File: src/common/fp_misc_config.svh
// Format and sizing constants shared by the single-precision misc FP unit
`ifndef FP_MISC_CONFIG_SVH
`define FP_MISC_CONFIG_SVH

// Single-precision layout
`define FP_WIDTH 32
`define FP_EXP_W 8
`define FP_MAN_W 23

// Integer source width for conversions and moves
`define INT_WIDTH 32

// Instruction id carried to write-back
`define ID_WIDTH 3

// RISC-V canonical quiet NaN
`define FP_CANON_NAN 32'h7fc0_0000

`endif

File: src/common/fp_misc_pkg.sv
// Types for the misc FP unit: operations, rounding modes, flags, request and result
`include "fp_misc_config.svh"

package fp_misc_pkg;

    // Operation select, decoded by the unit top
    typedef enum logic [2:0] {
        FSGNJ     = 3'd0,
        FSGNJN    = 3'd1,
        FSGNJX    = 3'd2,
        FMIN      = 3'd3,
        FMAX      = 3'd4,
        FCVT_S_W  = 3'd5,
        FCVT_S_WU = 3'd6,
        FMV_W_X   = 3'd7
    } fp_op_t;

    // RISC-V static rounding mode encodings
    typedef enum logic [2:0] {
        RNE = 3'b000,
        RTZ = 3'b001,
        RDN = 3'b010,
        RUP = 3'b011,
        RMM = 3'b100
    } fp_rm_t;

    // fflags, same bit order as the CSR
    typedef struct packed {
        logic nv;
        logic dz;
        logic of;
        logic uf;
        logic nx;
    } fp_flags_t;

    typedef struct packed {
        fp_op_t                 op;
        fp_rm_t                 rm;
        logic [`ID_WIDTH-1:0]   id;
        logic [`FP_WIDTH-1:0]   rs1;
        logic [`FP_WIDTH-1:0]   rs2;
        logic [`INT_WIDTH-1:0]  int_src;
    } fp_misc_req_t;

    typedef struct packed {
        logic [`FP_WIDTH-1:0]   rd;
        fp_flags_t              fflags;
        logic [`ID_WIDTH-1:0]   id;
    } fp_misc_wb_t;

    // One operator's output before the write-back register
    typedef struct packed {
        logic [`FP_WIDTH-1:0]   value;
        fp_flags_t              fflags;
    } fp_result_t;

endpackage

File: src/fp_misc/fp_sign_inj.sv
// Sign injection for FSGNJ, FSGNJN and FSGNJX, purely combinational
`timescale 1ns/10ps
`include "fp_misc_config.svh"

module fp_sign_inj (
    input  fp_misc_pkg::fp_op_t      op,
    input  logic [`FP_WIDTH-1:0]     rs1,
    input  logic [`FP_WIDTH-1:0]     rs2,
    output fp_misc_pkg::fp_result_t  result
);
    import fp_misc_pkg::*;

    logic sign_rs1;
    logic sign_rs2;
    logic sign_out;

    assign sign_rs1 = rs1[`FP_WIDTH-1];
    assign sign_rs2 = rs2[`FP_WIDTH-1];

    // Pick the injected sign
    always_comb begin
        case (op)
            FSGNJN:  sign_out = ~sign_rs2;
            FSGNJX:  sign_out = sign_rs1 ^ sign_rs2;
            // FSGNJ and anything else routed here
            default: sign_out = sign_rs2;
        endcase
    end

    // Magnitude of rs1 untouched, NaN payloads included
    assign result.value = {sign_out, rs1[`FP_WIDTH-2:0]};

    // Sign injection never signals
    assign result.fflags = '0;

endmodule

File: src/fp_misc/fp_minmax.sv
// IEEE 754-2019 minimumNumber/maximumNumber for FMIN and FMAX
`timescale 1ns/10ps
`include "fp_misc_config.svh"

module fp_minmax (
    input  fp_misc_pkg::fp_op_t      op,
    input  logic [`FP_WIDTH-1:0]     rs1,
    input  logic [`FP_WIDTH-1:0]     rs2,
    output fp_misc_pkg::fp_result_t  result
);
    import fp_misc_pkg::*;

    logic a_nan;
    logic b_nan;
    logic a_snan;
    logic b_snan;
    logic a_lt_b;
    logic is_max;

    ////////////////////////////////////////
    // Operand classification
    // Exponent all ones with nonzero fraction
    assign a_nan = (&rs1[`FP_WIDTH-2 -: `FP_EXP_W]) & (|rs1[`FP_MAN_W-1:0]);
    assign b_nan = (&rs2[`FP_WIDTH-2 -: `FP_EXP_W]) & (|rs2[`FP_MAN_W-1:0]);
    // Quiet bit clear means signaling
    assign a_snan = a_nan & ~rs1[`FP_MAN_W-1];
    assign b_snan = b_nan & ~rs2[`FP_MAN_W-1];

    ////////////////////////////////////////
    // Sign-magnitude ordering
    // Differing signs: negative side is smaller, so -0 < +0 falls out here
    always_comb begin
        if (rs1[`FP_WIDTH-1] != rs2[`FP_WIDTH-1])
            a_lt_b = rs1[`FP_WIDTH-1];
        else if (rs1[`FP_WIDTH-1])
            a_lt_b = rs1[`FP_WIDTH-2:0] > rs2[`FP_WIDTH-2:0];
        else
            a_lt_b = rs1[`FP_WIDTH-2:0] < rs2[`FP_WIDTH-2:0];
    end

    assign is_max = (op == FMAX);

    ////////////////////////////////////////
    // Result select
    always_comb begin
        result.fflags    = '0;
        result.fflags.nv = a_snan | b_snan;
        if (a_nan && b_nan)
            result.value = `FP_CANON_NAN;
        else if (a_nan)
            result.value = rs2;
        else if (b_nan)
            result.value = rs1;
        else if (is_max)
            result.value = a_lt_b ? rs2 : rs1;
        else
            result.value = a_lt_b ? rs1 : rs2;
    end

    // Any NaN leaving the block must already be canonical
    always_comb begin
        assert final (!((&result.value[`FP_WIDTH-2 -: `FP_EXP_W]) &&
                        (|result.value[`FP_MAN_W-1:0])) ||
                      result.value == `FP_CANON_NAN)
            else $error("fp_minmax: non-canonical NaN %h", result.value);
    end

endmodule

File: src/fp_misc/fp_i2f.sv
// Signed/unsigned 32-bit integer to single-precision conversion with rounding
`timescale 1ns/10ps
`include "fp_misc_config.svh"

module fp_i2f (
    input  logic                     is_unsigned,
    input  fp_misc_pkg::fp_rm_t      rm,
    input  logic [`INT_WIDTH-1:0]    int_src,
    output fp_misc_pkg::fp_result_t  result
);
    import fp_misc_pkg::*;

    // Exponent bias, 127 for single
    localparam int BIAS = (1 << (`FP_EXP_W - 1)) - 1;
    // Guard bit position once the leading one sits at the MSB
    localparam int GUARD_POS = `INT_WIDTH - `FP_MAN_W - 2;

    logic                    sign;
    logic [`INT_WIDTH-1:0]   mag;
    logic [5:0]              lz;
    logic [`INT_WIDTH-1:0]   norm;
    logic [`FP_MAN_W:0]      keep;
    logic                    guard;
    logic                    sticky;
    logic                    round_up;
    logic [`FP_MAN_W+1:0]    sum;
    logic [`FP_EXP_W-1:0]    exp_base;
    logic [`FP_EXP_W-1:0]    exp_out;

    // Leading zero count, 32 for a zero word
    function automatic logic [5:0] count_lz(input logic [`INT_WIDTH-1:0] x);
        logic [5:0] n;
        n = 6'(`INT_WIDTH);
        // Scan up so the highest set bit wins
        for (int i = 0; i < `INT_WIDTH; i++) begin
            if (x[i])
                n = 6'(`INT_WIDTH - 1 - i);
        end
        return n;
    endfunction

    ////////////////////////////////////////
    // Sign and magnitude
    // Negating INT_MIN gives 0x80000000, read as unsigned it is right
    assign sign = ~is_unsigned & int_src[`INT_WIDTH-1];
    assign mag  = sign ? (~int_src + 1'b1) : int_src;

    // Normalize so the hidden one lands at the MSB
    assign lz   = count_lz(mag);
    assign norm = mag << lz;

    // 24 kept bits, guard below, sticky for the rest
    assign keep   = norm[`INT_WIDTH-1 -: `FP_MAN_W+1];
    assign guard  = norm[GUARD_POS];
    assign sticky = |norm[GUARD_POS-1:0];

    ////////////////////////////////////////
    // Rounding
    always_comb begin
        case (rm)
            RNE:     round_up = guard & (sticky | keep[0]);
            RTZ:     round_up = 1'b0;
            RDN:     round_up = sign & (guard | sticky);
            RUP:     round_up = ~sign & (guard | sticky);
            RMM:     round_up = guard;
            default: round_up = 1'b0;
        endcase
    end

    // Carry out of the significand bumps the exponent, fraction goes to zero
    assign sum      = {1'b0, keep} + (`FP_MAN_W+2)'(round_up);
    assign exp_base = `FP_EXP_W'(BIAS + `INT_WIDTH - 1) - `FP_EXP_W'(lz);
    assign exp_out  = exp_base + `FP_EXP_W'(sum[`FP_MAN_W+1]);

    always_comb begin
        result.fflags    = '0;
        result.fflags.nx = guard | sticky;
        // Zero in, +0 out
        if (mag == '0)
            result.value = '0;
        else if (sum[`FP_MAN_W+1])
            result.value = {sign, exp_out, `FP_MAN_W'(0)};
        else
            result.value = {sign, exp_out, sum[`FP_MAN_W-1:0]};
    end

endmodule

File: src/fp_misc/fp_misc_unit.sv
// Misc FP execution unit sharing one registered FP write-back port
`timescale 1ns/10ps
`include "fp_misc_config.svh"

module fp_misc_unit (
    input  logic                       clk,
    input  logic                       rst_n,
    input  fp_misc_pkg::fp_misc_req_t  issue_req,
    input  logic                       issue_valid,
    output logic                       issue_ready,
    output fp_misc_pkg::fp_misc_wb_t   wb,
    output logic                       wb_done,
    input  logic                       wb_ack
);
    import fp_misc_pkg::*;

    fp_result_t sign_res;
    fp_result_t minmax_res;
    fp_result_t i2f_res;
    fp_result_t mv_res;
    fp_result_t sel_res;
    logic       advance;

    ////////////////////////////////////////
    // Operators, all zero latency
    fp_sign_inj i_fp_sign_inj (
        .op     (issue_req.op),
        .rs1    (issue_req.rs1),
        .rs2    (issue_req.rs2),
        .result (sign_res)
    );

    fp_minmax i_fp_minmax (
        .op     (issue_req.op),
        .rs1    (issue_req.rs1),
        .rs2    (issue_req.rs2),
        .result (minmax_res)
    );

    fp_i2f i_fp_i2f (
        .is_unsigned (issue_req.op == FCVT_S_WU),
        .rm          (issue_req.rm),
        .int_src     (issue_req.int_src),
        .result      (i2f_res)
    );

    // FMV.W.X is a raw bit move
    assign mv_res.value  = issue_req.int_src;
    assign mv_res.fflags = '0;

    ////////////////////////////////////////
    // Decode and select
    always_comb begin
        case (issue_req.op)
            FSGNJ, FSGNJN, FSGNJX: sel_res = sign_res;
            FMIN, FMAX:            sel_res = minmax_res;
            FCVT_S_W, FCVT_S_WU:   sel_res = i2f_res;
            default:               sel_res = mv_res;
        endcase
    end

    ////////////////////////////////////////
    // Write-back register and handshake
    // Slot is free once drained or being acked this cycle
    assign advance     = wb_ack | ~wb_done;
    assign issue_ready = advance;

    always_ff @(posedge clk) begin
        if (!rst_n)
            wb_done <= 1'b0;
        else if (advance)
            wb_done <= issue_valid;
    end

    // Payload only loads on an accepted request, id rides along
    always_ff @(posedge clk) begin
        if (advance && issue_valid) begin
            wb.rd     <= sel_res.value;
            wb.fflags <= sel_res.fflags;
            wb.id     <= issue_req.id;
        end
    end

    // Held result must not move until acked
    assert property (@(posedge clk) disable iff (!rst_n)
        wb_done && !wb_ack |=> wb_done && $stable(wb));

    // A request refused while not ready stays on offer, unchanged
    assert property (@(posedge clk) disable iff (!rst_n)
        issue_valid && !issue_ready |=> issue_valid && $stable(issue_req));

endmodule

File: config.mk
export PLATFORM = sky130hd
export DESIGN_NAME = fp_misc_unit
export DESIGN_NICKNAME = d
export VERILOG_FILES = /design/src/common/fp_misc_pkg.sv /design/src/fp_misc/fp_sign_inj.sv /design/src/fp_misc/fp_minmax.sv /design/src/fp_misc/fp_i2f.sv /design/src/fp_misc/fp_misc_unit.sv
export VERILOG_INCLUDE_DIRS = /design/src /design/src/common
export SDC_FILE = /design/constraint.sdc
export NUM_CORES = 1
export LEC_CHECK = 0
export ABC_AREA = 1
export BUFFER_PORTS_ARGS = -buffer_cell sky130_fd_sc_hd__buf_2
export CAP_MARGIN = 20
export CORE_ASPECT_RATIO = 0.6
export CORE_MARGIN = 5
export CORE_UTILIZATION = 45
export DETAILED_ROUTE_END_ITERATION = 7
export HOLD_SLACK_MARGIN = 0.12
export PLACE_DENSITY_LB_ADDON = 0.3
export SETUP_SLACK_MARGIN = 0.02
export SYNTH_ARGS = -nofsm -noshare
export SYNTH_HDL_FRONTEND = slang
export SYNTH_SLANG_ARGS = --single-unit
File: constraint.sdc
create_clock -name clk -period 8.4 [get_ports clk]
set_clock_uncertainty 0.1 [all_clocks]
set_input_delay 0.84 -clock clk [delete_from_list [all_inputs] [get_ports clk]]
set_output_delay 0.84 -clock clk [all_outputs]
set_load 0.03 [all_outputs]
==> metrics.log <==
[metrics] run status: finished clean
[metrics] cell internal pwr: 0.602 mW
[metrics] latest clock arrival within the worst-skew pair: 0.29 ns
[metrics] number of clock sinks: 38
[metrics] Total Wirelength: 27600 µm
[metrics] Final Power: 1.21 mW
[metrics] fraction of the yosys area taken by sequential cells: 0.158
[metrics] dominant cell type by count on the critical path: nand2_1
[metrics] endpoint with the worst hold slack: wb_done$_SDFFE_PN0N_
[metrics] Wirelength per Cell: 18.0 µm
[metrics] worst reg-to-reg path cell count: 2
[metrics] worst slew margin relative to its limit: 0.359
[metrics] final sum of negative setup slack: 0 ns
[metrics] Synth top cells by count: nand2_1 (321), nand3_1 (210), inv_1 (142)
[metrics] data arrival time of the critical path: 7.52 ns
[metrics] DP Wirelength: 22900 µm
[metrics] top_reg_cell synth: edfxtp_1
[metrics] crit-path max cell delay: 0.32 ns
[metrics] peak supply drop: 0.0899 mV
[metrics] Die Y-Extent: 108 µm
[metrics] most instantiated library cell after synthesis: nand2_1
[metrics] post-CTS setup buffers: 0
[metrics] number of distinct library cells after synthesis: 60
[metrics] number of warnings reported in the yosys synthesis log: 0
[metrics] Max FO, Critical Path: 35
[metrics] number of cells traversed by the worst hold path: 2
[metrics] met3 routed wirelength: 4010 µm
[metrics] Buffers & Inverters on Critical Path: 6
[metrics] proportion of netlist area held by the largest area contributor: 0.168
[metrics] net switching power of the design: 0.607 mW
[metrics] DRC violation count after routing: 0
[metrics] number of global-route vias before repair: 8003
[metrics] register-to-register setup slack: 6.96 ns
[metrics] area taken by flip-flops and latches: 0.00113 mm²
[metrics] Die ar.: 0.0187 mm²
[metrics] I/O pin total: 151
[metrics] endpoint of the lowest-slack register-to-register path: wb[35]$_DFFE_PP_
[metrics] number of core rows: 35
[metrics] PortBufs: 147
[metrics] P_leak: 4.16 nW
[metrics] final max-slew violation count: 0
[metrics] source of the critical timing path: issue_req[102]
[metrics] Met1 Routed Length: 12700 µm
[metrics] total power density per cell area: 147 mW/mm²
[metrics] total via count after detailed routing: 8884
[metrics] startpoint of the lowest-slack hold path: wb_done$_SDFFE_PN0N_
[metrics] number of buffers added by the clock tree synthesis step: 5
[metrics] unrepaired setup endpoints after global routing: false
[metrics] CTS tree: built
[metrics] post-DR vias/cell: 5.80
[metrics] buffer type at the clock tree root: clkbuf_16
[metrics] FF-to-FF Start: wb_done$_SDFFE_PN0N_
[metrics] Max Buffers Root-to-Sink: 2
[metrics] wire length of the first global-routing pass: 43100 µm
[metrics] Initial Utilization: 0.463
[metrics] GP Congestion: 1.02
[metrics] number of buffers added to fix hold violations after cts: 0
[metrics] combined area of the multi-input logic cells: 0.00520 mm²
[metrics] number of H-tree levels: 2
[metrics] Final Hold Fails: 0
[metrics] maximum frequency from static timing analysis: 0.132 GHz
[metrics] top area cells in the synthesized netlist: nand2_1 (17%), edfxtp_1 (15%), nand3_1 (15%)
[metrics] class of the most critical hold timing path: flip-flop to flip-flop
[metrics] pin count of the biggest net entering global routing: 44
[metrics] total global routing overflow: 0
[metrics] Core Box Area: 0.0155 mm²
[metrics] initial antenna violation count: 0
[metrics] proportion of register bits with asynchronous set or reset after synthesis: 0
[metrics] cell type with the largest total area after synthesis: nand2_1
[metrics] switching share of power: 0.502
[metrics] post-cts repair resize count: 0
[metrics] worst-margin pin slew: 0.949 ns
[metrics] layout filler cell count: 1609
[metrics] clock period minus final worst setup slack: 7.58 ns
[metrics] met2 wire length: 10700 µm
[metrics] highest signal layer in the routed design: met4
[metrics] number of flip-flops and latches in the synthesized netlist: 38
[metrics] Combinational Power Share: 0.610
[metrics] length of the first detailed-routing pass in iterations: 6
[metrics] EDFF count, synth: 37
[metrics] data required time of the worst path: 8.34 ns
[metrics] final net count: 1476
[metrics] Detail Route Antenna Nets: 0
[metrics] sort of element at the end of the critical path: flip-flop
[metrics] Die W: 173 µm
[metrics] number of design-rule violations left by the first detailed-router iteration: 1274
[metrics] type of the worst setup path: input pin to flip-flop
[metrics] number of cells produced by synthesis: 1205
[metrics] total setup violations reported at the end of the flow: 0
[metrics] share of total power in sequential cells: 0.201
[metrics] CP delay by family, top: simple AND/OR/NAND/NOR gates
[metrics] Reg clk slew, reported paths: 0.06 ns
[metrics] Syn Std Cell Area: 0.00718 mm²
[metrics] count of max-cap constraint violations: 0
[metrics] aggregate global-route resource usage: 0.288
[metrics] Critical Path Source Type: input pin
[metrics] syn avg cell area: 5.96 µm²
[metrics] Clock Power Share: 0.189
[metrics] Worst path slowest cell: buf_4
[metrics] Area growth syn-to-layout: 14.4%
[metrics] fraction of final layout cells sized beyond drive strength 1: 0.178
[metrics] final cycle utilization of the critical path: 0.902
power groups by stage:
stage / clock (mW) / sequential (mW) / combinational [mW]
after floorplan: 0 / 0.286 / 0.464
after global placement: 0 / 0.246 / 0.710
after detailed placement: 0 / 0.246 / 0.711
after CTS: 0.231 / 0.243 / 0.714
after global routing: 0.242 / 0.245 / 0.808
final: 0.228 / 0.243 / 0.738
layout make-up:
class,instances,share of cell area
multi-input combinational,965,0.633
sequential,38,0.138
timing repair buffer,163,0.106
inverter,155,0.0709
tap,203,0.0309
clock buffer,7,0.0174
clock inverter,1,0.00366
antenna,1,0.000305
registers in the layout, indices dropped and copies added (netlist names):
name / count
wb: 37
wb_done: 1
how the worst max path moves through the flow:
stage | to | slack [ns] | depth (start not counted)
detailed placement | wb[37]$_DFFE_PP_ | 0.68 | 40
CTS | wb[37]$_DFFE_PP_ | 0.94 | 40
global placement | wb[37]$_DFFE_PP_ | 0.95 | 42
floorplan | wb[37]$_DFFE_PP_ | 1.92 | 42
finish | wb[37]$_DFFE_PP_ | 0.82 | 60
global route | wb[37]$_DFFE_PP_ | 0.12 | 60
metal layers:
layer / vias to the layer above / track usage
met4: 0 / 0.0307
met2: 516 / 0.404
met5: - / 0
met3: 21 / 0.100
met1: 4043 / 0.431
li1: 4304 / -
metrics by stage:
stage                     std cells   util  instance area (µm²)  hold slack [ns]  setup slack [ns]
after CTS                      1532  0.529                 8210            0.458             0.941
after global placement         1524  0.518                 8030            0.444             0.952
after floorplan                1207      -                 7180            0.761              1.92
after detailed placement       1524  0.518                 8030            0.451             0.681
final                          1533  0.529                 8210            0.454             0.820
after global routing           1532  0.529                 8210            0.507             0.119
layout by cell type (no fill, tap or decap), types with 7 or more instances in the layout:
master,instances
buf_4,15
o2111ai_1,10
inv_1,142
nand3_1,210
nand2_2,13
xor2_1,27
nand4_1,40
a21oi_1,48
nand2_1,321
inv_2,10
nor2_1,86
buf_2,147
nand3_2,7
nor2_2,8
o21ai_0,58
nor3_1,10
nor4_1,9
edfxtp_1,37
ha_1,39
cell families (layout without fill, tap and decap cells):
| family | after synthesis | in the layout | synth area share |
|---|---|---|---|
| AOI/OAI and AO/OA | 153 | 153 | 0.128 |
| xor gates and xnor gates | 36 | 36 | 0.0471 |
| adders and majority gates | 39 | 39 | 0.0680 |
| buffers and inverters | 204 | 326 | 0.122 |
| DFF | 38 | 38 | 0.158 |
| other | 1 | 4 | 0.000523 |
| and+or+nand+nor | 734 | 734 | 0.477 |
worst register-to-register path: stages (launching register included):
cell	delay, ns
dfxtp_1	0.34
a21oi_4	0.14
buf_4	0.47
(Power assumes the default switching activity.)
